$ cat src/hw/mod_sq_pkg.sv
package mod_sq_pkg;

   // word geometry of the redundant operand
   localparam int word_len     = 16;   // radix of one word
   localparam int bit_len      = 17;   // stored element, one spare bit for carries
   localparam int num_words    = 4;    // nonredundant words, 64-bit modulus
   localparam int num_elements = 6;    // plus two redundant words

   // squaring grid
   localparam int grid_cols    = 2 * num_elements;
   localparam int col_len      = 29;   // 19b product slice plus growth of the column sum
   localparam int acc_len      = 29;

   // reduction tables
   localparam int lut_addr_len = 9;    // lsb pass uses [7:0], msb pass uses [16:8]
   localparam int lut_cols     = grid_cols - num_words;  // columns 4..11

   typedef logic [bit_len-1:0] element_t;

   // input, output and loopback value, element k weighs 2^(16k)
   typedef element_t [num_elements-1:0] operand_t;

   // carry-save form of every grid column
   typedef struct packed {
      logic [grid_cols-1:0][col_len-1:0] carry;
      logic [grid_cols-1:0][col_len-1:0] sum;
   } grid_cv_t;

   // square after the neighbour carries are folded in
   typedef element_t [grid_cols-1:0] grid_red_t;

   typedef enum logic [1:0] {
      idle,
      phase_0,     // tables addressed with msb fields
      phase_1,     // lsb fields, msb rows come back
      phase_2      // lsb rows come back, result is registered
   } phase_e;

   // one table lookup spread over the result words
   typedef element_t [num_elements-1:0] table_row_t;

endpackage

$ cat src/hw/reduction_accumulator.sv
`timescale 1ns/100ps

module reduction_accumulator (
   input  logic                                               clk,
   input  mod_sq_pkg::phase_e                                 phase,
   input  mod_sq_pkg::element_t   [mod_sq_pkg::num_words-1:0] low_cols,
   input  mod_sq_pkg::table_row_t [mod_sq_pkg::lut_cols-1:0]  lsb_rows,
   input  mod_sq_pkg::table_row_t [mod_sq_pkg::lut_cols-1:0]  msb_rows,
   output mod_sq_pkg::operand_t                               sq_out
);

   typedef logic [mod_sq_pkg::acc_len-1:0] acc_t;

   localparam int wl   = mod_sq_pkg::word_len;
   localparam int al   = mod_sq_pkg::acc_len;
   localparam int last = mod_sq_pkg::num_elements - 1;

   mod_sq_pkg::element_t [mod_sq_pkg::num_words-1:0] low_q;   // lines up with lsb rows
   acc_t                                              acc [mod_sq_pkg::num_elements];
   mod_sq_pkg::operand_t                              reduced;

   always_ff @(posedge clk) begin
      low_q <= low_cols;
   end

   always_comb begin
      for (int k = 0; k < mod_sq_pkg::num_elements; k++) begin
         acc[k] = '0;
      end
      for (int k = 0; k < mod_sq_pkg::num_words; k++) begin
         acc[k] = acc_t'(low_q[k]);   // square below 2^64 needs no table
      end
      for (int k = 0; k < mod_sq_pkg::num_elements; k++) begin
         for (int c = 0; c < mod_sq_pkg::lut_cols; c++) begin
            acc[k] = acc[k] + acc_t'(lsb_rows[c][k]) + acc_t'(msb_rows[c][k]);
         end
      end

      // neighbour carry fold, same scheme as the grid
      reduced[0] = mod_sq_pkg::element_t'(acc[0][wl-1:0]);
      for (int k = 1; k < last; k++) begin
         reduced[k] = mod_sq_pkg::element_t'(acc[k][wl-1:0]) +
                      mod_sq_pkg::element_t'(acc[k-1][al-1:wl]);
      end
      reduced[last] = acc[last][mod_sq_pkg::bit_len-1:0] +
                      mod_sq_pkg::element_t'(acc[last-1][al-1:wl]);
   end

   always_ff @(posedge clk) begin
      if (phase == mod_sq_pkg::phase_2) begin
         sq_out <= reduced;
      end
   end

endmodule

$ cat config.mk
export PLATFORM = sky130hd
export DESIGN_NAME = reduction_accumulator
export DESIGN_NICKNAME = d
export VERILOG_FILES = /design/src/hw/mod_sq_pkg.sv /design/src/hw/reduction_accumulator.sv
export SDC_FILE = /design/constraint.sdc
export NUM_CORES = 2
export LEC_CHECK = 0
export BUFFER_PORTS_ARGS = -buffer_cell sky130_fd_sc_hd__buf_2
export CAP_MARGIN = 30
export CORE_AREA = 8 8 707 709
export CTS_BUF_LIST = sky130_fd_sc_hd__clkbuf_8
export DETAILED_ROUTE_END_ITERATION = 10
export DIE_AREA = 0 0 715 717
export PLACE_DENSITY = 0.3
export SLEW_MARGIN = 20
export SYNTH_ARGS = -nofsm -noshare
export SYNTH_HDL_FRONTEND = slang
export SYNTH_SLANG_ARGS = --single-unit
$ cat constraint.sdc
create_clock -name clk -period 36.3 [get_ports clk]
set_input_delay 10.89 -clock clk [delete_from_list [all_inputs] [get_ports clk]]
set_output_delay 10.89 -clock clk [all_outputs]
set_load 0.01 [all_outputs]
# == Yosys cells after proc, flatten, opt, wreduce, memory -nomap -nowiden ==
# Index checks and enable logic that the tools add are counted.
# op_classes
addsub,99
n_eq_ne,1
# op_table
cell,count
adder 29 x 17 -> 29 bit,19
adder 17 bit,15
adder 28 x 17 -> 29 bit,5
adder 27 x 17 -> 28 bit,5
adder 26 x 17 -> 27 bit,5
adder 25 x 17 -> 26 bit,5
adder 24 x 17 -> 25 bit,5
adder 23 x 17 -> 24 bit,5
adder 22 x 17 -> 23 bit,5
adder 21 x 17 -> 22 bit,5
adder 20 x 17 -> 21 bit,5
adder 19 x 17 -> 20 bit,5
adder 18 x 17 -> 19 bit,5
adder 17 x 17 -> 18 bit,5
adder 16 x 13 -> 17 bit,4
adder 17 x 13 -> 17 bit,1
"equality test 2 bit, second input constant",1
# totals
ff_bits,169
out_inout_bits,102

# == Longest topological paths before layout ==
# depth
depth_word,17
depth_mapped,38
mapped_depth_nobuf,38

# == Worst setup path before layout ==
# Ideal clock, no wire load.
# synth_timing
path_kind,in2reg
startpoint,input port msb_rows[478] (netlist name)
endpoint,"register sq_out[101] (netlist name), data pin"
setup_ns,0.260
arrival_time_ns,20.233
required_ns,36.040
path_slack_ns,15.807
cell_stages,36
path_buffers,0
cell_sequence,inv_1 -> fa_1 -> fa_1 -> inv_1 -> fa_1 -> fa_1 -> fa_1 -> inv_1 -> fa_1 -> inv_1 -> ha_1 -> fa_1 -> a211oi_1 -> o21a_1 -> o31ai_1 -> a31oi_1 -> nor2b_1 -> a311oi_1 -> xor2_1 -> fa_1 -> inv_1 -> fa_1 -> inv_1 -> fa_1 -> fa_1 -> inv_1 -> ha_1 -> fa_1 -> a21oi_1 -> nor2_1 -> o21a_1 -> o41ai_1 -> o21ai_1 -> o41ai_1 -> o21ai_1 -> xnor2_1
# synth_lines
item,line,source
from (decl),reduction_accumulator.sv:8,"input mod_sq_pkg::table_row_t [mod_sq_pkg::lut_cols-1:0] msb_rows,"
to (signal assigned),reduction_accumulator.sv:51,sq_out <= reduced;
to (decl),reduction_accumulator.sv:9,output mod_sq_pkg::operand_t sq_out

==> summary.txt <==
Drt
  • First-pass DRT Iterations: 7
  • WL final: 329000 um
  • Via count: 36.1k
  • DRC viols: 0
  • Vias per inst: 2.80
  • 1st-iter DRT viols: 1268
  • Final ANT Viol Nets: 0
  • WL per Instance: 25.5 um

Timing
  • Minimum clock period: 22.40 ns
  • RSZ-0062 raised after global routing: no
  • Fin Setup TNS: 0 ns
  • Part of the cycle the worst path needs: 61.7%
  • Slew @ Worst Pin: 0.887 ns
  • # setup viols final: 0
  • Count of final hold-check violations: 0
  • Final max-slew violation count: 0
  • Max Freq: 44.6 MHz
  • Slew Limit Headroom: 39.3%
  • Setup Skew: 0.0808 ns

CTS
  • CTS Buf Count: 21
  • CTS Sinks: 169
  • H-Tree Depth: 4
  • Post-CTS Hold Buffers: 0
  • Setup Buffers After CTS: 0
  • PostCTS Resize Cnt: 0
  • Maximum clock path buffer count: 3
  • Clock latency at the later pin of the worst-skew pair: 0.76 ns
  • TritonCTS clock tree: done
  • Root buf cell: clkbuf_8
  • Clock slew at reported path FFs: 0.18 ns

Place
  • Final GP Congestion: 0.863
  • HPWL Detailed: 320000 um
  • DP Cell Count: 12.8k
  • Buffers on Ports: 1803

Floorplan
  • Core area: 488000 um^2
  • Starting Density: 9.86%
  • Die height: 717 um
  • Cell Rows: 257
  • Die W: 715 um
  • IO Count: 1805
  • DIE AREA: 513000 um^2

Yosys
  • Mapped Nets: 7876
  • Warnings, synthesis: 0
  • Register area share after synthesis: 9.13%
  • Synth Flop Type: edfxtp_1
  • Synth area leaders: fa_1 61%, inv_1 16%, edfxtp_1 6.3%, ha_1 5.4%, dfxtp_1 2.8%
  • Asr flop ratio synth: 0%
  • Number of synthesized flops with an enable pin: 101
  • Top-count cell post-synth: inv_1
  • Netlist Area Pre-Place: 48100 um^2
  • Post-synth top cells: 1998 x inv_1, 1460 x fa_1, 207 x ha_1
  • Mapped Avg Cell Area: 10.7 um^2
  • Distinct cells, synth: 68
  • Mapped Cells: 4506
  • Top cell type's share of synthesized area: 60.7%
  • #FFs+latches synth: 169
  • Area leader, netlist: fa_1

Final layout
  • NumNets Final: 9707
  • Area added between synthesis and finish: 36.9%
  • Final Non-Filler Cells: 12.9k
  • Filler Cell Count: 56.3k
  • Share of cells above drive strength 1: 29.3%

Setup path
  • Most used cell, CP: fa_1
  • FF-to-FF Start: low_q[38]
  • Worst EP required: 36.76 ns
  • CP max-delay cell: fa_1
  • CP arrival: 22.86 ns
  • Nature of the critical path endpoint: flop
  • Crit path kind: input port to flop
  • Critical path peak fanout: 3
  • CP Launch Type: input port
  • Crit. Startpoint: lsb_rows[682]
  • Crit path largest cell delay: 0.81 ns

GRT
  • Vias in the first global route: 43.0k
  • Total gr overflow: 0
  • Initial antenna violation count: 260
  • First-pass GRT wire length: 419000 um
  • Gr usage total: 12.5%
  • Largest net degree at the start of global routing: 40

Worst hold path
  • Worst hold-check path type: flop to flop
  • Min-delay src: low_q[0]

Outcome
  • Status: finished, final reports clean

Run
  • # Max-Cap Violations: 0
## area by class of cell
class | instances | area [um^2] | share of cell area, %
clock inverters | 11 | 105 | 0.159
well taps | 6475 | 8100 | 12.3
multi-input cells | 2336 | 36200 | 55.0
flip-flops and latches | 169 | 4390 | 6.67
clock buffers | 21 | 289 | 0.439
inverters | 1998 | 7500 | 11.4
repair buffers | 1811 | 9080 | 13.8
diodes | 77 | 193 | 0.292
## metrics by stage
stage               setup slack (ns)  util, %  hold slack [ns]  cell area, um^2
finish                         13.90     13.5            0.797            65900
global route                   13.57     13.5            0.837            65800
CTS                            13.86     13.5            0.844            65700
detailed placement             12.99     13.4            0.794            65300
global placement               13.01     13.4            0.810            65300
floorplan                      15.81        -            0.606            48100
## worst max-delay path, delay by kind of cell
kind,cells,cell delay [ns]
AO/OA/AOI/OAI,11,4.14
AND/OR/NAND/NOR,2,0.22
buffers and inverters,8,0.58
adder cells (fa/ha/maj),14,6.68
XOR/XNOR,2,0.30
## registers in the layout (all words and copies together), names as in the netlist
name,cells
sq_out,101
low_q,68
## cells in the final DEF (no fill, tap or decap), types with 11 or more instances in the layout
| master | instances |
|---|---|
| nor2_1 | 59 |
| o21a_1 | 27 |
| a21oi_1 | 76 |
| o21bai_1 | 15 |
| dfxtp_1 | 68 |
| o21ai_1 | 12 |
| a21o_1 | 40 |
| diode_2 | 77 |
| nor3_1 | 28 |
| nor2b_1 | 13 |
| a211oi_1 | 11 |
| nand3_1 | 25 |
| clkbuf_8 | 21 |
| xor2_1 | 47 |
| fa_1 | 1460 |
| o21ai_0 | 33 |
| buf_2 | 1803 |
| nand2_1 | 44 |
| ha_1 | 207 |
| inv_1 | 1999 |
| xnor2_1 | 125 |
| edfxtp_1 | 101 |
## final timing paths
check,endpoint,slack [ns],cells after the start
max,sq_out[101],13.90,37
min,sq_out[0],0.80,2
max reg2reg,sq_out[65],27.99,27
min reg2reg,sq_out[0],0.80,2
## cells by family (layout without fill, tap and decap cells)
logic type      after synthesis  in the layout  synth area share, %
mux                           1              1               0.0208
fa+ha+maj                  1667           1667                 66.1
xor+xnor                    172            172                 3.13
flops                       169            169                 9.13
buf+inv                    2001           3841                 15.6
compound gates              274            274                 3.75
simple gates                221            221                 2.27
other cells                   1             78              0.00779
## layer usage
layer / vias up / GRT usage, % / wire (um)
met5: - / 0 / 589
met4: 92 / 2.26 / 7110
met3: 441 / 3.26 / 20700
met2: 1457 / 26.7 / 196000
met1: 18000 / 11.8 / 105000
li1: 16100 / - / -
Power is not shown: default switching activity piles up to over one toggle a cycle in this logic, so the estimate is an artifact.
