--- src/hw/mod_sq_pkg.sv ---
package mod_sq_pkg;

   // word geometry of the redundant operand
   localparam int word_len     = 16;   // radix of one word
   localparam int bit_len      = 17;   // stored element, one spare bit for carries
   localparam int num_words    = 4;    // nonredundant words, 64-bit modulus
   localparam int num_elements = 6;    // plus two redundant words

   // squaring grid
   localparam int grid_cols    = 2 * num_elements;
   localparam int col_len      = 29;   // 19b product slice plus growth of the column sum
   localparam int acc_len      = 29;

   // reduction tables
   localparam int lut_addr_len = 9;    // lsb pass uses [7:0], msb pass uses [16:8]
   localparam int lut_cols     = grid_cols - num_words;  // columns 4..11

   typedef logic [bit_len-1:0] element_t;

   // input, output and loopback value, element k weighs 2^(16k)
   typedef element_t [num_elements-1:0] operand_t;

   // carry-save form of every grid column
   typedef struct packed {
      logic [grid_cols-1:0][col_len-1:0] carry;
      logic [grid_cols-1:0][col_len-1:0] sum;
   } grid_cv_t;

   // square after the neighbour carries are folded in
   typedef element_t [grid_cols-1:0] grid_red_t;

   typedef enum logic [1:0] {
      idle,
      phase_0,     // tables addressed with msb fields
      phase_1,     // lsb fields, msb rows come back
      phase_2      // lsb rows come back, result is registered
   } phase_e;

   // one table lookup spread over the result words
   typedef element_t [num_elements-1:0] table_row_t;

endpackage

--- src/hw/square_sequencer.sv ---
`timescale 1ns/100ps

module square_sequencer (
   input  logic                 clk,
   input  logic                 reset,
   input  logic                 start,
   input  mod_sq_pkg::operand_t sq_in,
   input  mod_sq_pkg::operand_t sq_out,
   output mod_sq_pkg::phase_e   phase,
   output mod_sq_pkg::operand_t operand,
   output logic                 valid
);

   mod_sq_pkg::phase_e   next_phase;
   mod_sq_pkg::operand_t sq_in_q;     // captured start operand
   logic                 load;        // first iteration squares sq_in_q
   logic                 take_start;

   // start only counts while nothing is running
   assign take_start = start && (phase == mod_sq_pkg::idle);

   always_comb begin
      next_phase = mod_sq_pkg::idle;
      unique case (phase)
         mod_sq_pkg::idle:    next_phase = take_start ? mod_sq_pkg::phase_0 : mod_sq_pkg::idle;
         mod_sq_pkg::phase_0: next_phase = mod_sq_pkg::phase_1;
         mod_sq_pkg::phase_1: next_phase = mod_sq_pkg::phase_2;
         mod_sq_pkg::phase_2: next_phase = mod_sq_pkg::phase_0;  // loops until reset
      endcase
   end

   always_ff @(posedge clk) begin
      if (reset) begin
         phase <= mod_sq_pkg::idle;
         load  <= 1'b0;
         valid <= 1'b0;
      end else begin
         phase <= next_phase;
         valid <= (phase == mod_sq_pkg::phase_2);
         if (take_start) begin
            load <= 1'b1;
         end else if (phase == mod_sq_pkg::phase_2) begin
            load <= 1'b0;    // from now on the result feeds back
         end
      end
   end

   always_ff @(posedge clk) begin
      if (take_start) begin
         sq_in_q <= sq_in;
      end
   end

   // operand must hold steady through phase_0 and phase_1
   assign operand = load ? sq_in_q : sq_out;

   // msb and lsb table passes both look at the same operand
   assert property (@(posedge clk) disable iff (reset)
      phase == mod_sq_pkg::phase_0 |=> $stable(operand))
      else $error("operand changed between the msb and lsb table passes");

endmodule

--- config.mk ---
export PLATFORM = sky130hd
export DESIGN_NAME = square_sequencer
export DESIGN_NICKNAME = d
export VERILOG_FILES = /design/src/hw/mod_sq_pkg.sv /design/src/hw/square_sequencer.sv
export SDC_FILE = /design/constraint.sdc
export NUM_CORES = 1
export LEC_CHECK = 0
export ABC_AREA = 1
export CAP_MARGIN = 20
export CORE_ASPECT_RATIO = 0.7
export CORE_MARGIN = 3
export CORE_UTILIZATION = 32
export DETAILED_ROUTE_END_ITERATION = 6
export DONT_BUFFER_PORTS = 1
export HOLD_SLACK_MARGIN = 0.15
export PLACE_DENSITY = 0.51
export SLEW_MARGIN = 20
export SYNTH_ARGS = -nofsm -noshare
export SYNTH_HDL_FRONTEND = slang
export SYNTH_SLANG_ARGS = --single-unit
export TNS_END_PERCENT = 30
--- constraint.sdc ---
create_clock -name clk -period 9.63 [get_ports clk]
set_input_delay 0.4815 -clock clk [delete_from_list [all_inputs] [get_ports clk]]
set_output_delay 0.4815 -clock clk [all_outputs]
set_load 0.02 [all_outputs]
; ---- After elaboration in Yosys (flattened, before gate mapping)
; Index checks and enable logic that the tools add are counted.
[word_totals]
register_bits = 106
input_bits = 207
out_inout_bits = 105
elab_cells = 20
[op_classes]
eq_ne = 3
mux = 5
n_reduce_logical = 3
[ops]
columns = operator, count
row1 = 2-to-1 mux 102 bit, 1
row2 = one-hot mux 2 bit (4 select lines), 1
row3 = "equality test 2 bit, second input constant", 2
row4 = 2-to-1 mux 1 bit, 3
row5 = "equality test 2 x 1 -> 1 bit, second input constant", 1
row6 = logical NOT 2 bit, 1
row7 = nonzero test 2 bit, 1
row8 = logical AND 1 bit, 1

; ---- Depth between registers and ports, before layout
; Gate-level depths: netlist of run 1.
[depth]
depth_word = 4
mapped_depth = 5
depth_no_buf = 5

; ---- Worst setup path after synthesis of run 1
; No wires, ideal clock.
[synth_timing]
path_kind = reg-to-reg
from = register phase[0]
to = register sq_in_q[0] (netlist bit) (enable)
setup_ns = 0.456
arrival_ns = 2.689
required_ns = 9.174
slack_ns = 6.485
stages_incl_launch_ff = 5
path_buffers = 0
synth_period_minus_slack_ns = 3.145
path_cell_list = dfxtp_1 > inv_1 > ha_1 > nand2_1 > inv_1
[synth_via]
elab_chain_cells = 2
[synth_rtl]
columns = item, line_no
row1 = start: declaration, square_sequencer.sv:9  ; output mod_sq_pkg::phase_e phase,
row2 = start signal: assignment, square_sequencer.sv:34  ; phase <= mod_sq_pkg::idle;
row3 = start signal: assignment, square_sequencer.sv:38  ; phase <= next_phase;
row4 = logical NOT 2 bit, square_sequencer.sv:20  ; assign take_start = start && (phase == mod_sq_pkg::idle);
row5 = logical AND 1 bit, square_sequencer.sv:20
row6 = net take_start, square_sequencer.sv:17  ; logic take_start;
row7 = end signal: assignment, square_sequencer.sv:50  ; sq_in_q <= sq_in;
row8 = end: declaration, square_sequencer.sv:15  ; mod_sq_pkg::operand_t sq_in_q;
; The timed path passes the listed nets, and every way through them passes these cells.
; A chain may end at the register's enable or synchronous reset.

==> qor.csv, run 1 <==
stage,metric,value,unit
logic_synthesis,synth_compound_area_share,14.5,%
logic_synthesis,synth_mux_area_share,0,%
critical_path,reg2reg_from,phase[0],
cts,cts.repair.resized,0,
logic_synthesis,ys_types,15,
global_routing,antenna_found_initial,3,
cts,cts_root_buf,clkbuf_16,
finish,layout-drive-gt1-share,15.4,%
power_and_ir_drop,leakage,2.12,nW
logic_synthesis,synth_xor_xnor_area_share,0,%
finish,layout_common_cells,"inv_1, nand2_1, edfxtp_1, o21ai_2, o21ai_0",
critical_path,worstPathMaxFanout,79,
run,maxCapViolCount,0,
route,num_vias,2904,
sta,grt_setup_unrepaired,false,
logic_synthesis,synth_top_family_by_area,compound AO/OA/AOI/OAI gates,
sta,fmax,0.398,GHz
power_and_ir_drop,swShare,29.7,%
power_and_ir_drop,vdd_drop_max,0.000100,V
route,wl_per_cell,16.7,um
sta,finalSetupViolCount,0,
critical_path,worst-setup-path-type,reg -> out,
floorplan,die_height,110,um
sta,setup_slack,7.12,ns
global_routing,gr-total-overflow,0,
critical_path,critPathCaptureType,output port,
logic_synthesis,seq_area_frac_synth,64.0,%
logic_synthesis,synth_seq_cells,106,
cts,clkLatencyLatePin,0.34,ns
floorplan,fp-row-count,37,
sta,min_period_over_period,26.1,%
finish,diodes,0,
sta,slew_headroom,47.1,%
power_and_ir_drop,p_clk_share,31.2,%
sta,fin_worst_skew,0.00520,ns
place,hpwl,8330,um
sta,maxSlewViolCount,0,
min_path,min_path_type,in -> reg,
power_and_ir_drop,combPwrFrac,18.2,%
power_and_ir_drop,internal_power,0.802,mW
sta,hold_viol,0,
floorplan,die-area,0.0169,mm^2
logic_synthesis,synthAdderAreaFrac,0.765,%
critical_path,r2r_slack,7.27,ns
global_routing,grt_max_degree,111,
route,drt_pre_antenna_iters,4,
cts,cts_setup_buffers,0,
finish,area_growth,8.08,%
place,dp_slack,6.52,ns
sta,tightest_slew,0.794,ns
critical_path,critical_path_arrival,2.03,ns
finish,fin_nets,653,
power_and_ir_drop,p_per_area,215,mW/mm^2
floorplan,die_w,154,um
floorplan,initial_utilization,33.0,%
logic_synthesis,syn_area,0.00491,mm^2
power_and_ir_drop,p_switching,0.338,mW
power_and_ir_drop,sequentialPowerShare,50.6,%
route,vias_per_cell,4.52,
finish,final_area,0.00531,mm^2
min_path,min_from,reset,
sta,post-route-min-period,2.51,ns
global_routing,grt_pass1_wl,15000,um
critical_path,start_kind,flip-flop,
sta,fin_setup_tns,0,ns
logic_synthesis,yosys_warnings,0,
critical_path,worst-r2r-cell-count,5,
floorplan,core_area,0.0149,mm^2
outcome,status,"complete, no violations",
logic_synthesis,syn_avg_cell_area,10.9,um^2
route,drt-total-wl,10800,um
cts,holdBufCountCts,0,
critical_path,reg2reg_to,sq_in_q[1],
place,dpl-instance-area,0.00496,mm^2
place,gp_congestion,0.788,
logic_synthesis,synthesis.nets,661,
floorplan,io_pins,312,
min_path,min_to,load,
global_routing,grt_use_total,11.7,%
cts,numCtsBuffers,9,
cts,cts_tree,built,
critical_path,required,9.15,ns
cts,clkTransAtPathRegs,0.07,ns
route,ant_nets,0,
route,drc_errors,0,
cts,htreeDepth,3,
logic_synthesis,netlist_instances,451,
place,portBuffers,0,
logic_synthesis,synth-simple-area-share,8.11,%
cts,clock_path_buffers,2,
min_path,hold_depth,1,
cts,numClockSinks,106,
route,dr.first_iter.drc_count,152,
global_routing,grt_pass1_vias,2744,
finish,final_common_cell,inv_1,
## flip-flops by register name (all words and copies together) (netlist names)
signal / cells
phase: 2
sq_in_q: 102
load: 1
valid: 1
## cell type report
class	instances	area, um^2
multi-input combinational	214	1150
tap	195	244
fill	1516	9560
clock inverter	5	55.1
sequential	106	3150
inverter	108	408
timing repair buffer	4	70.1
clock buffer	11	233
## worst max-delay path: stages (launching register included)
cell and delay, ns:
dfxtp_4 0.54, buf_4 0.38, buf_16 0.31, nand2_1 0.10, o21ai_0 0.27
## power by group through the flow
stage	registers, mW	logic (mW)	clock network, mW
2_1_floorplan	0.582	0.198	0
3_3_place_gp	0.596	0.195	0
3_5_place_dp	0.598	0.196	0
4_1_cts	0.588	0.197	0.371
5_1_grt	0.582	0.228	0.386
6_report	0.577	0.207	0.356
## logic make-up (layout without fill, tap and decap cells)
logic type,Yosys count,count (layout)
AO/OA/AOI/OAI,105,105
adder cells (fa/ha/maj),3,3
buffers and inverters,131,128
flip-flops,106,106
AND/OR/NAND/NOR,106,106
## metrics by stage
stage | instances | power [mW] | hold WS, ns | utilization (%)
5_1_grt | 643 | 1.20 | 0.177 | 35.7
4_1_cts | 641 | 1.16 | 0.172 | 35.3
3_5_place_dp | 625 | 0.795 | 0.551 | 33.4
6_report | 643 | 1.14 | 0.198 | 35.7
2_1_floorplan | 451 | 0.780 | 0.551 | -
3_3_place_gp | 625 | 0.791 | 0.548 | 33.4
## Yosys cell counts, drive strengths merged
cell / number / area (um^2)
a21oi: 2 / 10.0
inv: 108 / 405
clkbuf: 4 / 15.0
o21ai: 103 / 703
dfxtp: 4 / 80.1
nand2: 104 / 390
nor2: 2 / 7.51
buf: 19 / 196
ha: 3 / 37.5
edfxtp: 102 / 3060
## worst max path at each step
stage,startpoint,end,cells past startpoint
final,load,operand[24],4
after global routing,load,operand[24],4
after CTS,load,operand[39],2
after detailed placement,load,operand[39],2
after global placement,load,operand[8],2
after floorplan,phase[0],sq_in_q[0],4
## layer usage
metal	up-vias	part of all wire, %	global-route usage [%]
li1	1440	-	-
met1	1267	36	12.6
met2	172	50	19.7
met3	19	11	6.49
met4	6	1.6	4.54
met5	-	0.43	0
(Power assumes the default switching activity.)
==> run 2, diff against run 1 <==
--- a/config.mk
+++ b/config.mk
@@ -5,7 +5,7 @@
 export SDC_FILE = /design/constraint.sdc
 export NUM_CORES = 1
 export LEC_CHECK = 0
-export ABC_AREA = 1
+export ABC_AREA = 0
 export CAP_MARGIN = 20
 export CORE_ASPECT_RATIO = 0.7
 export CORE_MARGIN = 3
==> constraint.sdc (replaced) <==
create_clock -name clk -period 2.5 [get_ports clk]
set_input_delay 0.125 -clock clk [delete_from_list [all_inputs] [get_ports clk]]
set_output_delay 0.125 -clock clk [all_outputs]
set_load 0.02 [all_outputs]
==> run 2 against run 1 <==
  * Synthesized cell count is 48% lower
  * The run now fails in clock tree synthesis (4_1_cts)
  * Area after synthesis is 8.6% lower
==> qor.csv, run 2 <==
stage,metric,value,unit,change
logic_synthesis,synth_top_flop_cell,edfxtp_1,,unchanged
logic_synthesis,seq_area_frac_synth,70.1,%,was 64.0%
floorplan,fp-row-count,35,,was 37
cts,clock_path_buffers,2,,unchanged
cts,numCtsBuffers,9,,unchanged
logic_synthesis,synth_top_area_cell,edfxtp_1,,unchanged
logic_synthesis,synth_edf_count,102,,unchanged
logic_synthesis,netlist_instances,233,,was 451
cts,cts_root_buf,clkbuf_16,,unchanged
logic_synthesis,synth_seq_cells,106,,unchanged
place,gp_congestion,0.743,,was 0.788
logic_synthesis,synth_largest_type_area_fraction,68.3,%,was 62.4%
place,dpl.cell_count,411,,was 625
floorplan,io_pins,312,,unchanged
logic_synthesis,synthTopCellsByCount,"edfxtp_1, mux2_1, mux2_2",,"was inv_1, nand2_1, edfxtp_1"
logic_synthesis,ys_types,14,,was 15
logic_synthesis,synthesis.nets,443,,was 661
logic_synthesis,syn_area,0.00449,mm^2,was 0.00491 mm^2
outcome,stop_stage,clock tree synthesis (4_1_cts),,
cts,holdBufCountCts,101,,was 0
floorplan,initial_utilization,33.4,%,was 33.0%
place,dpl-instance-area,0.00472,mm^2,was 0.00496 mm^2
cts,numClockSinks,106,,unchanged
logic_synthesis,syn_avg_cell_area,19.3,um^2,was 10.9 um^2
outcome,error,[ERROR RSZ-0060] Max buffer count reached.,,
logic_synthesis,yosys_warnings,0,,unchanged
place,portBuffers,0,,unchanged
floorplan,die_height,105,um,was 110 um
cts,cts.repair.resized,0,,unchanged
logic_synthesis,synth.most_common_cell,edfxtp_1,,was inv_1
outcome,status,did not finish,,"was complete, no violations"
floorplan,die_w,148,um,was 154 um
logic_synthesis,synthArstFlopShare,0,%,unchanged
logic_synthesis,synth_area_leaders,"edfxtp_1, mux2_1, mux2_2",,"was edfxtp_1, o21ai_2, inv_1"
cts,cts_setup_buffers,0,,unchanged
cts,htreeDepth,3,,unchanged
## run 2: cell count changes after synthesis, sizes merged
cell / delta
nand2: -103
nor2b: +3
nor3: +2
mux2: +102
nor2: -2
clkbuf: -4
nand2b: +1
a21oi: -1
o21ai: -103
buf: -8
inv: -105
## run 2: per-stage QoR
stage                     TNS, ns  setup slack [ns]  utilization (%)
after floorplan             -3.47           -0.0341                -
after global placement          0              1.03             35.1
after detailed placement        0              1.02             35.1
## run 2: logic make-up after synthesis
group           Yosys count  share of synthesized area, %
flops                   106                          70.1
mux                     102                          25.6
simple gates              7                         0.865
buf+inv                  14                          2.51
fa+ha+maj                 3                         0.837
compound gates            1                         0.111
==> run 3, diff against run 2 <==
--- a/config.mk
+++ b/config.mk
@@ -7,13 +7,11 @@
 export LEC_CHECK = 0
 export ABC_AREA = 0
 export CAP_MARGIN = 20
-export CORE_ASPECT_RATIO = 0.7
 export CORE_MARGIN = 3
-export CORE_UTILIZATION = 32
+export CORE_UTILIZATION = 20
 export DETAILED_ROUTE_END_ITERATION = 6
 export DONT_BUFFER_PORTS = 1
-export HOLD_SLACK_MARGIN = 0.15
-export PLACE_DENSITY = 0.51
+export PLACE_DENSITY_LB_ADDON = 0.15
 export SLEW_MARGIN = 20
 export SYNTH_ARGS = -nofsm -noshare
 export SYNTH_HDL_FRONTEND = slang
==> run 3 against run 2 <==
  * The flow now finishes without violations
  * Area after synthesis unchanged
  * Synthesized cell count did not move
==> qor.csv, run 3 <==
stage,metric,value,unit,change
outcome,status,"complete, no violations",,was did not finish
route,drt-total-wl,10500,um,
cts,clkTransAtPathRegs,0.08,ns,
floorplan,io_pins,312,,unchanged
finish,diodes,0,,
power_and_ir_drop,swShare,32.2,%,
place,dpl-instance-area,0.00482,mm^2,was 0.00472 mm^2
logic_synthesis,syn_avg_cell_area,19.3,um^2,unchanged
sta,grt_setup_unrepaired,false,,
logic_synthesis,synth.most_common_cell,edfxtp_1,,unchanged
cts,cts_root_buf,clkbuf_16,,unchanged
finish,largest_reg_flops,102,,
sta,tightest_slew,0.584,ns,
cts,clkLatencyLatePin,0.35,ns,
critical_path,slowest_stage,dfxtp_4,,
sta,fin_worst_skew,0.0103,ns,
critical_path,critical_path_arrival,1.79,ns,
logic_synthesis,netlist_instances,233,,unchanged
global_routing,grt_pass1_vias,2647,,
cts,cts.repair.resized,0,,unchanged
logic_synthesis,syn_area,0.00449,mm^2,unchanged
critical_path,crit_path_max_incr_delay,0.50,ns,
power_and_ir_drop,total_power,5.71,mW,
power_and_ir_drop,internal_power,3.87,mW,
logic_synthesis,synthesis.nets,443,,unchanged
sta,post-route-min-period,1.91,ns,
power_and_ir_drop,p_switching,1.84,mW,
finish,fillCellCount,2194,,
route,wl_per_cell,16.7,um,
route,ant_nets,0,,
power_and_ir_drop,sequentialPowerShare,46.0,%,
power_and_ir_drop,combPwrFrac,27.0,%,
place,hpwl,7540,um,
power_and_ir_drop,leakage,2.06,nW,
sta,maxSlewViolCount,0,,
sta,whs,0.397,ns,
logic_synthesis,synth_area_leaders,"edfxtp_1, mux2_1, mux2_2",,unchanged
sta,finalSetupViolCount,0,,
global_routing,antenna_found_initial,1,,
route,highest_layer,met5,,
critical_path,start_kind,flip-flop,,
place,portBuffers,0,,unchanged
floorplan,initial_utilization,20.4,%,was 33.4%
route,drt_pre_antenna_iters,4,,
logic_synthesis,synthArstFlopShare,0,%,unchanged
logic_synthesis,seq_area_frac_synth,70.1,%,unchanged
cts,htreeDepth,3,,unchanged
place,dpl.cell_count,505,,was 411
logic_synthesis,ys_types,14,,unchanged
finish,layoutNonFillerInstCount,625,,
floorplan,die_w,156,um,was 148 um
power_and_ir_drop,p_clk_share,27.0,%,
min_path,min_path_type,in -> reg,,
logic_synthesis,synth_top_flop_cell,edfxtp_1,,unchanged
logic_synthesis,synth_top_area_cell,edfxtp_1,,unchanged
finish,final_common_cell,dlygate4sd3_1,,
global_routing,grt_pass1_wl,14400,um,
floorplan,die_height,156,um,was 105 um
sta,min_period_over_period,76.6,%,
route,route.met3.wl,972,um,
route,vias_per_cell,3.98,,
global_routing,grt_max_degree,103,,
cts,clock_path_buffers,2,,unchanged
sta,fmax,0.522,GHz,
critical_path,required,2.38,ns,
route,dr.first_iter.drc_count,89,,
floorplan,fp-row-count,54,,was 35
finish,regMostFlops,sq_in_q,,
logic_synthesis,yosys_warnings,0,,unchanged
finish,reg_top3,"sq_in_q: 102 flops, phase: 2 flops",,
place,gp_congestion,0.685,,was 0.743
power_and_ir_drop,vdd_drop_max,0.000438,V,
cts,numClockSinks,106,,unchanged
finish,area_growth,37.8,%,
sta,slew_headroom,61.0,%,
finish,layout-drive-gt1-share,16.8,%,
logic_synthesis,synth_largest_type_area_fraction,68.3,%,unchanged
route,met1_length,3830,um,
cts,cts_tree,built,,
global_routing,grt_use_total,7.84,%,
finish,final_area,0.00618,mm^2,
logic_synthesis,synth_seq_cells,106,,unchanged
global_routing,gr-total-overflow,0,,
logic_synthesis,synthTopCellsByCount,"edfxtp_1, mux2_1, mux2_2",,unchanged
critical_path,cp_cell_sequence,buf_4 -> mux2_1,,
critical_path,critPathCaptureType,output port,,
run,maxCapViolCount,0,,
logic_synthesis,synth_edf_count,102,,unchanged
sta,hold_viol,0,,
critical_path,worstPathMaxFanout,35,,
critical_path,worst-setup-path-type,reg -> out,,
cts,numCtsBuffers,9,,unchanged
finish,fin_nets,550,,
floorplan,die-area,0.0243,mm^2,
finish,layout_common_cells,"dlygate4sd3_1, edfxtp_1, mux2_1, mux2_2, clkbuf_16",,
route,num_vias,2488,,
power_and_ir_drop,p_per_area,923,mW/mm^2,
floorplan,core_area,0.0220,mm^2,
route,route.met2.wl,5470,um,
route,drc_errors,0,,
==> run 3: power groups by stage <==
stage	logic [mW]	clock network [mW]	registers [mW]
floorplan	1.30	0	2.59
global placement	1.44	0	2.67
detailed placement	1.43	0	2.67
CTS	1.58	1.63	2.64
global route	1.64	1.70	2.67
finish	1.54	1.54	2.62
==> run 3: logic make-up after synthesis <==
logic type               after synthesis  share of synthesized area [%]
multiplexers                         102                           25.6
AND/OR/NAND/NOR                        7                          0.865
adder cells (fa/ha/maj)                3                          0.837
flip-flops                           106                           70.1
AO/OA/AOI/OAI                          1                          0.111
buffers and inverters                 14                           2.51
==> run 3: per-layer routing <==
layer	track usage (%)	vias up
met2	14.1	183
met4	3.03	2
met1	8.21	1179
met5	0	-
met3	3.16	11
li1	-	1113
==> run 3: path summary, 6_finish.rpt <==
path                 start           to  slack (ns)  depth (start not counted)
setup / recovery      load  operand[75]        0.59                          2
hold / removal    sq_in[9]   sq_in_q[9]        0.40                          1
hold reg to reg       load         load        0.62                          2
setup reg to reg  phase[0]  sq_in_q[44]        0.87                          5
==> run 3: metrics by stage <==
stage	setup TNS, ns	setup WS (ns)	utilization [%]
after floorplan	-3.47	-0.0341	-
after global placement	0	0.930	21.9
after detailed placement	0	0.901	21.9
after CTS	0	0.538	28.2
after global routing	0	0.462	28.2
final	0	0.586	28.2
==> run 3: worst max-delay path: cells and delay by family, from the launching register on <==
| kind | cells | cell delay (ns) |
|---|---|---|
| flip-flops | 1 | 0.50 |
| buffers and inverters | 1 | 0.43 |
| multiplexers | 1 | 0.47 |
==> run 3: repair_timing <==
action                    in CTS  in global routing
hold endpoints to repair     106                  0
buffers inserted               0                  0
hold buffers                 104                  0
==> run 3: layout make-up <==
class | instances | area (um^2) | share of cell area [%]
Sequential cell | 106 | 3150 | 51.0
Timing Repair Buffer | 107 | 1090 | 17.6
Inverter | 3 | 15.0 | 0.243
Tap cell | 280 | 350 | 5.67
Clock inverter | 7 | 98.8 | 1.60
Multi-Input combinational cell | 113 | 1250 | 20.2
Clock buffer | 9 | 225 | 3.64
