$ cat src/hw/mod_sq_pkg.sv
package mod_sq_pkg;

   // word geometry of the redundant operand
   localparam int word_len     = 16;   // radix of one word
   localparam int bit_len      = 17;   // stored element, one spare bit for carries
   localparam int num_words    = 4;    // nonredundant words, 64-bit modulus
   localparam int num_elements = 6;    // plus two redundant words

   // squaring grid
   localparam int grid_cols    = 2 * num_elements;
   localparam int col_len      = 29;   // 19b product slice plus growth of the column sum
   localparam int acc_len      = 29;

   // reduction tables
   localparam int lut_addr_len = 9;    // lsb pass uses [7:0], msb pass uses [16:8]
   localparam int lut_cols     = grid_cols - num_words;  // columns 4..11

   typedef logic [bit_len-1:0] element_t;

   // input, output and loopback value, element k weighs 2^(16k)
   typedef element_t [num_elements-1:0] operand_t;

   // carry-save form of every grid column
   typedef struct packed {
      logic [grid_cols-1:0][col_len-1:0] carry;
      logic [grid_cols-1:0][col_len-1:0] sum;
   } grid_cv_t;

   // square after the neighbour carries are folded in
   typedef element_t [grid_cols-1:0] grid_red_t;

   typedef enum logic [1:0] {
      idle,
      phase_0,     // tables addressed with msb fields
      phase_1,     // lsb fields, msb rows come back
      phase_2      // lsb rows come back, result is registered
   } phase_e;

   // one table lookup spread over the result words
   typedef element_t [num_elements-1:0] table_row_t;

endpackage

$ cat src/hw/column_partial_reduce.sv
`timescale 1ns/100ps

module column_partial_reduce #(
   parameter int num_cols = mod_sq_pkg::grid_cols,
   parameter int in_len   = mod_sq_pkg::col_len
) (
   input  mod_sq_pkg::grid_cv_t  cv,
   output mod_sq_pkg::grid_red_t reduced
);

   localparam int wl = mod_sq_pkg::word_len;

   // column totals stay well inside in_len bits
   logic [in_len-1:0] col_sum [num_cols];

   always_comb begin
      for (int k = 0; k < num_cols; k++) begin
         col_sum[k] = cv.carry[k] + cv.sum[k];
      end

      // keep 16 bits per column, the rest moves one column up
      reduced[0] = mod_sq_pkg::element_t'(col_sum[0][wl-1:0]);
      for (int k = 1; k < num_cols - 1; k++) begin
         reduced[k] = mod_sq_pkg::element_t'(col_sum[k][wl-1:0]) +
                      mod_sq_pkg::element_t'(col_sum[k-1][in_len-1:wl]);
      end

      // top column has nowhere to pass its carry
      reduced[num_cols-1] = col_sum[num_cols-1][mod_sq_pkg::bit_len-1:0] +
                            mod_sq_pkg::element_t'(col_sum[num_cols-2][in_len-1:wl]);
   end

endmodule

$ cat config.mk
export PLATFORM = sky130hd
export DESIGN_NAME = column_partial_reduce
export DESIGN_NICKNAME = d
export VERILOG_FILES = /design/src/hw/mod_sq_pkg.sv /design/src/hw/column_partial_reduce.sv
export SDC_FILE = /design/constraint.sdc
export NUM_CORES = 1
export LEC_CHECK = 0
export ABC_AREA = 1
export BUFFER_PORTS_ARGS = -buffer_cell sky130_fd_sc_hd__buf_2
export CAP_MARGIN = 40
export CORE_AREA = 2 2 351 353
export DETAILED_ROUTE_END_ITERATION = 8
export DIE_AREA = 0 0 353 355
export SYNTH_ARGS = -nofsm -noshare
export SYNTH_HDL_FRONTEND = slang
export SYNTH_SLANG_ARGS = --single-unit
export TNS_END_PERCENT = 100
$ cat constraint.sdc
create_clock -name vclk -period 10.54
set_clock_uncertainty 0.05 [all_clocks]
set_input_delay 1.054 -clock vclk [all_inputs]
set_output_delay 1.054 -clock vclk [all_outputs]
set_load 0.005 [all_outputs]
## Word level (Yosys, flattened, before mapping)

Cells that the tools add are included.

| word-level totals | value |
|---|---|
| bits in registers | 0 |
| latch bits | 0 |
| RAM bits | 0 |
| memory bits (read-only) | 0 |
| logic and storage cells | 23 |
| memories | 0 |

| operators by class | value |
|---|---|
| $add $sub $neg | 23 |
| multiply operators | 0 |
| div/mod/pow operators | 0 |
| magnitude comparators | 0 |
| eq/ne operators | 0 |
| shift-type cells | 0 |
| muxes and demuxes | 0 |
| bitwise logic cells | 0 |
| reductions and logical operators | 0 |

Operator list:

| kind | number |
|---|---|
| adder 29 bit | 11 |
| adder 16 x 13 -> 17 bit | 10 |
| adder 17 x 13 -> 17 bit | 1 |
| adder 17 bit | 1 |

## Logic depth before layout (Yosys ltp)

Gate-level depths: netlist (run 1).

| depth | value |
|---|---|
| depth in word-level cells | 2 |
| gate-level depth with buffers | 23 |
| mapped depth without buffers | 23 |

## Least setup slack after synthesis (run 1)

Ideal clock, no wire load.

| timing path | value |
|---|---|
| path type | input-to-output |
| start | in cv[290] in the netlist's numbering |
| end | out reduced[200] in the netlist's numbering |
| arrival | 4.262 ns |
| required time | 9.436 ns |
| setup slack | 5.174 ns |
| cell stages on the path | 23 |
| buffers on the path | 0 |
| path through | ha_1 > fa_1 > nand2_1 > inv_1 > nand2_1 > nand2_1 > nand2_1 > nand2_1 > nand2_1 > nand2_1 > a21oi_1 > xnor2_1 > fa_1 > fa_1 > nand3_1 > nand2_1 > a21oi_1 > inv_1 > nand2_1 > nand2_1 > nand2_1 > nand2_1 > xor2_1 |

RTL lines:

| item | line | source |
|---|---|---|
| start, declared | column_partial_reduce.sv:7 | `input mod_sq_pkg::grid_cv_t cv,` |
| end, declared | column_partial_reduce.sv:8 | `output mod_sq_pkg::grid_red_t reduced` |

==> metrics.md, run 1 <==
| Metric | Value |
|---|---|
| Floorplan die height | `between 300 and 400 um` |
| Top cell types by occurrence after synthesis | `sky130_fd_sc_hd__nand2_1 (1258), sky130_fd_sc_hd__inv_1 (524), sky130_fd_sc_hd__a21oi_1 (468)` |
| Path category of the worst min-delay check | `input pin to output pin` |
| Final setup TNS | `0 ns` |
| Fraction of layout instances using a drive strength above 1 | `between 10% and 20%` |
| Actual transition at the worst max-transition pin | `0.7829 ns` |
| Area fraction in and, or, nand and nor cells after synthesis | `between 30 and 40%` |
| Number of fill cells | `roughly 14000` |
| Sequential fraction of the synthesis area | `0%` |
| Finish-stage setup viols | `0` |
| Startpoint class of the critical path | `input pin` |
| Synth-to-layout area growth | `25.29%` |
| Cell at the slowest stage of the critical path | `sky130_fd_sc_hd__fa_1` |
| I/O pin cnt | `900` |
| Instance area at placement | `32290 um2` |
| Average detailed-routed wire length per instance | `~21 um` |
| Portion of netlist area occupied by mux cells | `0%` |
| Number of violations reported at the end of detailed-routing iteration 0 | `about 2200` |
| Count of input and output buffers | `between 800 and 900` |
| Final weighted congestion in routability-driven placement | `1.006` |
| Estimated wirelength of the detail-placed design | `137.9 mm` |
| Die Span X | `about 350 um` |
| Initial Utilization | `approximately a fifth` |
| Class of the most critical setup path | `input pin to output pin` |
| Crit end category | `output pin` |
| Final-report hold violation count | `0` |
| Cts hold-fix bufs | `0` |
| Final net count | `between 6000 and 7000` |
| Parity-gate share of the synthesized area counting xor and xnor cells | `between 10% and 20%` |
| Area enclosed by the die boundary | `about 130000 um2` |
| Number of synthesis warnings | `0` |
| Placement row count | `about 130` |
| Worst hold slack after final layout | `~2.3 ns` |
| Count of buffers added by post-CTS timing repair for setup | `0` |
| Family with the most delay on the worst path | `compound AO/OA/AOI/OAI gates` |
| Final slew viol count | `0` |
| Data required time at the worst endpoint | `9.44 ns` |
| Number of vias after detailed routing | `33940` |
| Arrival time reported for the critical path endpoint | `between 5 and 6 ns` |
| Congestion Overflow GR | `0` |
| Clock tree buffer count of the final layout | `0` |
| Adder-cell share of the synthesized area | `24.79%` |
| Synthesized area divided by synthesized cell count | `approximately 5.7 um2` |
| RSZ-0062 raised after global routing | `no` |
| Largest net degree at the start of global routing | `7` |
| Area taken by multi-input logic gates | `between 20000 and 25000 um2` |
| Final critical delay including setup and external delays | `approximately 6.4 ns` |
| Syn Nets | `approximately 5700` |
| Max Cap Viol | `0` |
| Drt drc | `0` |
| Sequential cell area | `0 um2` |
| Cts repair resizes | `0` |
| Sequential cell count of the final layout | `0` |
| Portion of synthesized cell area occupied by the leading cell type | `22.08%` |
| Cell type contributing the most total cell area after synthesis | `sky130_fd_sc_hd__ha_1` |
| Relative max-transition margin | `47.63%` |
| Netlist cell types | `38` |
| Share of the synthesized area in compound gates (AO/OA/AOI/OAI) | `between 15 and 20%` |
| Crit path cell chain | `buf_2 -> ha_1 -> inv_1 -> fa_1 -> o21ai_2 -> a21oi_1 -> o21ai_1 -> nand2_1 -> nand3_1 -> nand2_1 -> ha_1 -> fa_1 -> nand3_1 -> nand2_1 -> a21oi_1 -> o21ai_0 -> a21oi_1 -> xnor2_1 -> buf_2` |
| End point of the most critical hold path | `reduced[0]` |
| Remaining antenna violation count | `0` |
| Total detailed-routing wirelength | `148.2 mm` |
| Syn Std Cell Area | `approximately 26000 um2` |
| Drt pass-1 iters | `6` |
| Instance count of the mapped netlist | `~4500` |
| Tcrit/Tclk final | `between 60% and 70%` |
| Min-delay src | `cv[348]` |
| Finished Cell Area | `~32000 um2` |
| Max stage delay on crit path | `between 0.4 and 0.5 ns` |
| Average via count per standard cell | `just under 5` |
| Most frequent cell after synthesis | `sky130_fd_sc_hd__nand2_1` |
| Via count of the first global-routing pass | `between 30000 and 40000` |
| First-pass GRT wire length | `between 200 and 250 mm` |
| Run status | `finished, final reports clean` |
| Number of cells on the worst hold path | `3` |
| Worst Path Max Fanout | `4` |
| Fmax achieved | `approximately 0.16 GHz` |
| Global-route usage over all layers | `approximately 22%` |
| Worst path bufs/invs | `3` |
| Core Area | `121400 um2` |
| Antenna violations before repair | `64` |
| Area contributors post-synth | `sky130_fd_sc_hd__ha_1 (22%), sky130_fd_sc_hd__nand2_1 (18%), sky130_fd_sc_hd__a21oi_1 (9.1%), sky130_fd_sc_hd__xor2_1 (8.8%), sky130_fd_sc_hd__inv_1 (7.6%)` |
| Largest family of logic cells by synthesized area | `simple AND/OR/NAND/NOR gates` |
==> layout by cell type, fill, tap and decap left out, types with 17 or more instances in the layout <==
cell and n:
sky130_fd_sc_hd__nand3_1 318, sky130_fd_sc_hd__o211ai_1 21, sky130_fd_sc_hd__inv_1 524, sky130_fd_sc_hd__buf_2 875, sky130_fd_sc_hd__fa_1 35, sky130_fd_sc_hd__nor3_1 68, sky130_fd_sc_hd__ha_1 456, sky130_fd_sc_hd__xnor2_1 94
sky130_fd_sc_hd__o21ai_0 198, sky130_fd_sc_hd__xor2_1 260, sky130_fd_sc_hd__nand2_1 1258, sky130_fd_sc_hd__nand2_2 55, sky130_fd_sc_hd__nand3b_1 21, sky130_fd_sc_hd__nand4_1 64, sky130_fd_sc_hd__a21o_1 53, sky130_fd_sc_hd__nor2_1 434
sky130_fd_sc_hd__diode_2 37, sky130_fd_sc_hd__nor4_1 17, sky130_fd_sc_hd__a21oi_1 468, sky130_fd_sc_hd__o21bai_1 36
==> per-layer routing <==
metal / GRT usage, % / share of wire (%) / vias to the layer above
met5: 0 / 0.18 / -
met4: 9.157 / 4.5 / 40
met3: 3.338 / 6.0 / 210
met2: 39.21 / 48 / 1196
met1: 27.03 / 42 / 15630
li1: - / - / 16860
==> area by class of cell <==
| cell class | count | share of cell area, % |
|---|---|---|
| Tap cell | 1625 | 6.279 |
| Timing Repair Buffer | 880 | 13.64 |
| Antenna cell | 37 | 0.2859 |
| Inverter | 533 | 6.179 |
| Multi-Input combinational cell | 3973 | 73.62 |
==> metrics by stage <==
stage / setup slack [ns] / cells / util, %
after floorplan: 5.174 / 4507 / -
after global placement: 4.138 / 7006 / 26.57
after detailed placement: 4.115 / 7011 / 26.60
after CTS: 4.093 / 7011 / 26.60
after global routing: 3.835 / 7032 / 26.64
final: 4.158 / 7048 / 26.67
==> worst max-delay path by stage <==
| stage | startpoint | end | depth (start not counted) |
|---|---|---|---|
| 2_1_floorplan | cv[290] | reduced[200] | 23 |
| 3_3_place_gp | cv[232] | reduced[163] | 19 |
| 3_5_place_dp | cv[232] | reduced[163] | 19 |
| 4_1_cts | cv[232] | reduced[163] | 19 |
| 5_1_grt | cv[232] | reduced[163] | 20 |
| 6_report | cv[232] | reduced[163] | 19 |
==> cells by family (layout without fill, tap and decap cells) <==
kind of cell | after synthesis | in the layout
AO/OA/AOI/OAI | 848 | 848
XOR/XNOR | 354 | 354
adder cells (fa/ha/maj) | 491 | 491
buffers and inverters | 534 | 1413
other | 1 | 38
AND/OR/NAND/NOR | 2279 | 2279
==> run 2, diff against run 1 <==
==> constraint.sdc (replaced) <==
create_clock -name vclk -period 5.5
set_clock_uncertainty 0.05 [all_clocks]
set_input_delay 0.55 -clock vclk [all_inputs]
set_output_delay 0.55 -clock vclk [all_outputs]
set_load 0.005 [all_outputs]
==> metrics.md, run 2 (synthesis gave the netlist of run 1 again) <==
| Metric | Value |
|---|---|
| Global-route usage over all layers | `22.00% (-0.29 points)` |
| Placement row count | `128 (unchanged)` |
| Core Area | `121400 um2 (unchanged)` |
| Fmax achieved | `between 0.15 and 0.2 GHz` |
| Cts hold-fix bufs | `0 (unchanged)` |
| Sequential power share | `0%` |
| RSZ-0062 raised after global routing | `no` |
| Number of cells on the worst hold path | `3 (unchanged)` |
| Count of buffers added by post-CTS timing repair for setup | `0 (unchanged)` |
| First-pass GRT wire length | `209.0 mm (-1.2%)` |
| Data required time at the worst endpoint | `4.90 ns (-4.54 ns)` |
| Number of violations reported at the end of detailed-routing iteration 0 | `2417 (+7.5%)` |
| Drt drc | `0 (unchanged)` |
| Class of the most critical setup path | `input pin to output pin` |
| Proportion of total power due to net switching | `64.18%` |
| Arrival time reported for the critical path endpoint | `4.52 ns (-0.76 ns)` |
| Static Leakage | `17.54 nW` |
| Final slew viol count | `0 (unchanged)` |
| Most common cell after layout, fill and taps aside | `sky130_fd_sc_hd__nand2_1` |
| Power density relative to cell area | `252.9 nW/um2` |
| Floorplan die height | `355 um (unchanged)` |
| Average detailed-routed wire length per instance | `20.75 um (-1.3%)` |
| Finish-stage setup viols | `0 (unchanged)` |
| Clock tree buffer count of the final layout | `0 (unchanged)` |
| Cells after DPL | `7022 (+0.16%)` |
| Die Span X | `353 um (unchanged)` |
| IR drop worst, VDD | `approximately 0.00016 V` |
| Final-report hold violation count | `0 (unchanged)` |
| Via count of the first global-routing pass | `32780 (-0.83%)` |
| Drt pass-1 iters | `6 (unchanged)` |
| Initial Utilization | `21.29% (unchanged)` |
| Crit end category | `output pin` |
| Average via count per standard cell | `4.825 (+0.18%)` |
| Fraction of layout instances using a drive strength above 1 | `18.51% (+0.17 points)` |
| Switching Power | `5.266 mW` |
| Count of input and output buffers | `875 (unchanged)` |
| Estimated wirelength of the detail-placed design | `135.9 mm (-1.4%)` |
| Largest net degree at the start of global routing | `7 (unchanged)` |
| Total detailed-routing wirelength | `146.3 mm (-1.3%)` |
| Leading cell types in the layout, fill and taps excluded | `sky130_fd_sc_hd__nand2_1 (1258), sky130_fd_sc_hd__buf_2 (875), sky130_fd_sc_hd__inv_1 (524)` |
| Sequential cell area | `0 um2 (unchanged)` |
| Actual transition at the worst max-transition pin | `0.7733 ns (-0.009639 ns)` |
| Run status | `finished, final reports clean` |
| Antenna violations before repair | `63 (-1.6%)` |
| Part of the power in combinational logic | `100.0%` |
| Final cell utilization of the core | `26.73% (+0.054 points)` |
| Worst Path Max Fanout | `5 (+1)` |
| Relative max-transition margin | `48.27% (+0.64 points)` |
| Number of vias after detailed routing | `34020 (+0.24%)` |
| Remaining antenna violation count | `0 (unchanged)` |
| Final weighted congestion in routability-driven placement | `1.013 (+0.70%)` |
| Cell-internal power | `between 2 and 3 mW` |
| Number of fill cells | `14160 (-0.62%)` |
| Sequential cell count of the final layout | `0 (unchanged)` |
| Instance area at placement | `32370 um2 (+0.26%)` |
| Cts repair resizes | `0 (unchanged)` |
| Max Cap Viol | `0 (unchanged)` |
| Final setup TNS | `0 ns (unchanged)` |
| Area enclosed by the die boundary | `125300 um2 (unchanged)` |
| I/O pin cnt | `900 (unchanged)` |
| Synth-to-layout area growth | `25.54%` |
| Finished Cell Area | `32440 um2 (+0.20%)` |
| Area taken by multi-input logic gates | `23840 um2 (unchanged)` |
| Startpoint class of the critical path | `input pin` |
| Final net count | `6586 (+0.17%)` |
| Clock network fraction of design power | `0%` |
| Path category of the worst min-delay check | `input pin to output pin` |
| Final standard cell count with taps included and fillers excluded | `7052 (+0.057%)` |
| Tcrit/Tclk final | `just over 90%` |
| Congestion Overflow GR | `0 (unchanged)` |
| Final critical delay including setup and external delays | `5.118 ns` |
==> run 2: final timing paths <==
kind,from,endpoint,slack [ns]
worst max-delay path,cv[290],reduced[197],0.38
worst min-delay path,cv[348],reduced[0],1.34
==> run 2: worst max-delay path, stage by stage <==
cell,delay (ns)
sky130_fd_sc_hd__buf_2,0.10
sky130_fd_sc_hd__ha_1,0.24
sky130_fd_sc_hd__fa_1,0.40
sky130_fd_sc_hd__nand2_1,0.08
sky130_fd_sc_hd__inv_1,0.05
sky130_fd_sc_hd__nand2_1,0.05
sky130_fd_sc_hd__nand2_1,0.13
sky130_fd_sc_hd__nand2_1,0.09
sky130_fd_sc_hd__nand2_1,0.10
sky130_fd_sc_hd__nand2_1,0.11
sky130_fd_sc_hd__nand2_1,0.07
sky130_fd_sc_hd__a21oi_1,0.23
sky130_fd_sc_hd__xnor2_1,0.19
sky130_fd_sc_hd__fa_1,0.50
sky130_fd_sc_hd__ha_1,0.30
sky130_fd_sc_hd__nand3_1,0.07
sky130_fd_sc_hd__nand2_1,0.15
sky130_fd_sc_hd__a21boi_0,0.15
sky130_fd_sc_hd__o21ai_0,0.36
sky130_fd_sc_hd__nand3_1,0.12
sky130_fd_sc_hd__nand2_1,0.11
sky130_fd_sc_hd__xor2_1,0.21
sky130_fd_sc_hd__buf_2,0.16
==> run 2: area by class of cell <==
| type | count | area share [%] |
|---|---|---|
| Inverter | 533 | 6.166 |
| Multi-Input combinational cell | 3973 | 73.47 |
| Antenna cell | 30 | 0.2314 |
| Tap cell | 1625 | 6.267 |
| Timing Repair Buffer | 891 | 13.87 |
==> run 2: metal layers <==
layer  routed length, um  track usage (%)  vias to the layer above
met2               68430            38.04                     1322
met1               61510            27.36                    15540
li1                    -                -                    16890
met5                 264                0                        -
met4                6777            9.209                       42
met3                9358            2.938                      234
==> run 2: through the flow <==
step / total power, mW / hold WS [ns] / setup slack (ns)
after floorplan: 4.512 / 1.159 / 1.142
after global placement: 8.172 / 1.344 / 0.2837
after detailed placement: 8.171 / 1.344 / 0.3754
after CTS: 8.225 / 1.344 / 0.3437
after global routing: 8.909 / 1.345 / 0.1077
final: 8.205 / 1.341 / 0.3821
==> run 2: power groups by stage <==
stage | Combinational, mW | Clock [mW] | Sequential (mW)
final | 8.20 | 0.000000741 | 0
after global routing | 8.91 | 0.000000419 | 0
after CTS | 8.22 | 0 | 0
after detailed placement | 8.17 | 0 | 0
after global placement | 8.17 | 0 | 0
after floorplan | 4.51 | 0 | 0
(Power assumes the default switching activity.)
==> run 3, diff against run 2 <==
--- a/config.mk
+++ b/config.mk
@@ -11,6 +11,7 @@
 export CORE_AREA = 2 2 351 353
 export DETAILED_ROUTE_END_ITERATION = 8
 export DIE_AREA = 0 0 353 355
+export SETUP_SLACK_MARGIN = 0.4
 export SYNTH_ARGS = -nofsm -noshare
 export SYNTH_HDL_FRONTEND = slang
 export SYNTH_SLANG_ARGS = --single-unit
==> metrics.md, run 3 (synthesis gave the netlist of run 1 again) <==
| Metric | Value |
|---|---|
| Run status | `finished, final reports clean` |
| Worst Path Max Fanout | `5 (unchanged)` |
| Path category of the worst min-delay check | `input pin to output pin` |
| RSZ-0062 raised after global routing | `yes` |
| Static Leakage | `17.57 nW (+0.21%)` |
| Drt pass-1 iters | `6 (unchanged)` |
| Final cell utilization of the core | `26.81% (+0.088 points)` |
| Average detailed-routed wire length per instance | `20.80 um (+0.23%)` |
| Global-route usage over all layers | `22.01% (about the same)` |
| Actual transition at the worst max-transition pin | `0.7593 ns (-0.01398 ns)` |
| Total design power | `8.250 mW (+0.55%)` |
| End point of the most critical hold path | `reduced[0]` |
| Worst setup slack after layout | `0.6369 ns (+0.2548 ns)` |
| Number of violations reported at the end of detailed-routing iteration 0 | `2490 (+3.0%)` |
| First-pass GRT wire length | `209.1 mm (about the same)` |
| Finish-stage setup viols | `0 (unchanged)` |
| Initial Utilization | `21.29% (unchanged)` |
| Number of fill cells | `14150 (-0.078%)` |
| Relative max-transition margin | `49.21% (+0.94 points)` |
| Via count of the first global-routing pass | `32780 (+0.015%)` |
| I/O pin cnt | `900 (unchanged)` |
| Most common cell after layout, fill and taps aside | `sky130_fd_sc_hd__nand2_1` |
| Area enclosed by the die boundary | `125300 um2 (unchanged)` |
| Number of gates on the worst path with buffers counted | `25 (+8.7%)` |
| IR drop worst, VDD | `0.0001576 V (about the same)` |
| Placement row count | `128 (unchanged)` |
| Power density relative to cell area | `253.4 nW/um2 (+0.22%)` |
| Startpoint class of the critical path | `input pin` |
| Sequential cell count of the final layout | `0 (unchanged)` |
| Family with the most delay on the worst path | `adder cells` |
| Floorplan die height | `355 um (unchanged)` |
| Antenna violations before repair | `63 (unchanged)` |
| Final setup TNS | `0 ns (unchanged)` |
| Arrival time reported for the critical path endpoint | `4.26 ns (-0.26 ns)` |
| Final weighted congestion in routability-driven placement | `1.013 (unchanged)` |
| Fmax achieved | `0.2056 GHz (+5.2%)` |
| GRT Max-Usage Layer | `met2` |
| Final critical delay including setup and external delays | `4.863 ns (-0.2548 ns)` |
| Average via count per standard cell | `4.847 (+0.45%)` |
| Tcrit/Tclk final | `88.42% (-4.6 points)` |
| Final-report hold violation count | `0 (unchanged)` |
| Max Cap Viol | `0 (unchanged)` |
| Clock tree buffer count of the final layout | `0 (unchanged)` |
| Estimated wirelength of the detail-placed design | `135.9 mm (unchanged)` |
| Most frequent CP cell | `sky130_fd_sc_hd__nand2_1` |
| Leading cell types in the layout, fill and taps excluded | `sky130_fd_sc_hd__nand2_1 (1256), sky130_fd_sc_hd__buf_2 (875), sky130_fd_sc_hd__inv_1 (524)` |
| Die Span X | `353 um (unchanged)` |
| Cell at the slowest stage of the critical path | `sky130_fd_sc_hd__fa_1` |
| Data required time at the worst endpoint | `4.90 ns (about the same)` |
| Synth-to-layout area growth | `25.95%` |
| GR Layer Usage met3 | `2.913% (-0.026 points)` |
| Global-route met1 utilization | `27.37% (about the same)` |
| Number of cells on the worst hold path | `3 (unchanged)` |
| Worst hold slack after final layout | `1.341 ns (+0.0004400 ns)` |
| Final net count | `6587 (+0.015%)` |
| Total detailed-routing wirelength | `146.6 mm (+0.15%)` |
| Core Area | `121400 um2 (unchanged)` |
| Met2 routing resource usage after global routing | `38.09% (+0.059 points)` |
| Setup slack at placement | `0.3754 ns (unchanged)` |
| Class of the most critical setup path | `input pin to output pin` |
| Max stage delay on crit path | `0.49 ns (about the same)` |
| Number of vias after detailed routing | `34150 (+0.38%)` |
| Remaining antenna violation count | `0 (unchanged)` |
| Largest net degree at the start of global routing | `7 (unchanged)` |
| Fraction of layout instances using a drive strength above 1 | `18.90% (+0.39 points)` |
| Congestion Overflow GR | `0 (unchanged)` |
| Sequential cell area | `0 um2 (unchanged)` |
| Drt drc | `0 (unchanged)` |
| Final slew viol count | `0 (unchanged)` |
| Worst path bufs/invs | `4 (+1)` |
| Count of input and output buffers | `875 (unchanged)` |
| Min-delay src | `cv[348]` |
| Crit end category | `output pin` |
| Cts hold-fix bufs | `0 (unchanged)` |
-- run 3: changes by cell type in the layout (fill, tap and decap cells not counted), moves of 3 or more --
cell,before,now
sky130_fd_sc_hd__a21oi_1,468,462
sky130_fd_sc_hd__diode_2,30,24
sky130_fd_sc_hd__a21oi_2,9,14
sky130_fd_sc_hd__o21ai_0,198,194
sky130_fd_sc_hd__o21ai_1,12,16
sky130_fd_sc_hd__xnor2_1,94,90
sky130_fd_sc_hd__xnor2_2,0,4
sky130_fd_sc_hd__ha_1,456,453
-- run 3: how the worst max path moves through the flow --
stage                              end  slack, ns    start
after floorplan           reduced[200]       1.14  cv[290]
after CTS                 reduced[163]       0.45  cv[232]
after global placement    reduced[163]       0.28  cv[593]
after global routing      reduced[200]       0.35  cv[290]
final                     reduced[200]       0.64  cv[290]
after detailed placement  reduced[163]       0.38  cv[232]
-- run 3: cell type report --
cell class	instances	area, um2	area share (%)
inverters	533	2001	6.146
diodes	24	60.06	0.1845
well taps	1625	2033	6.246
multi-input cells	3973	23950	73.58
repair buffers	892	4507	13.85
-- run 3: power breakdown --
part	internal (mW)	total, mW	switching (mW)
sequential	0	0	0
combinational	2.96	8.25	5.29
clock	0.000000593	0.000000593	0
-- run 3: timing repair --
action | in CTS | in global routing
setup endpoints to repair | 2 | 22
gates cloned | 0 | 0
setup buffers | 0 | 1
resized for setup | 3 | 25
pin swaps | 0 | 7
-- run 3: tightest hold or removal path: cells and delay by family --
| kind | cells | cell delay [ns] |
|---|---|---|
| buffers and inverters | 2 | 0.18 |
| adder cells (fa/ha/maj) | 1 | 0.11 |
-- run 3: stage by stage --
| step | cell area (um2) | std cells |
|---|---|---|
| 2_1_floorplan | 25840 | 4507 |
| 3_5_place_dp | 32370 | 7022 |
| 6_report | 32550 | 7047 |
| 4_1_cts | 32390 | 7022 |
| 3_3_place_gp | 32360 | 7021 |
| 5_1_grt | 32530 | 7040 |
-- run 3: metal layers --
metal / vias to the layer above / part of all wire (%) / wire, um
met4: 48 / 4.7 / 6847
met2: 1357 / 47 / 68480
met5: - / 0.21 / 310
met3: 238 / 6.5 / 9509
li1: 16890 / - / -
met1: 15620 / 42 / 61420
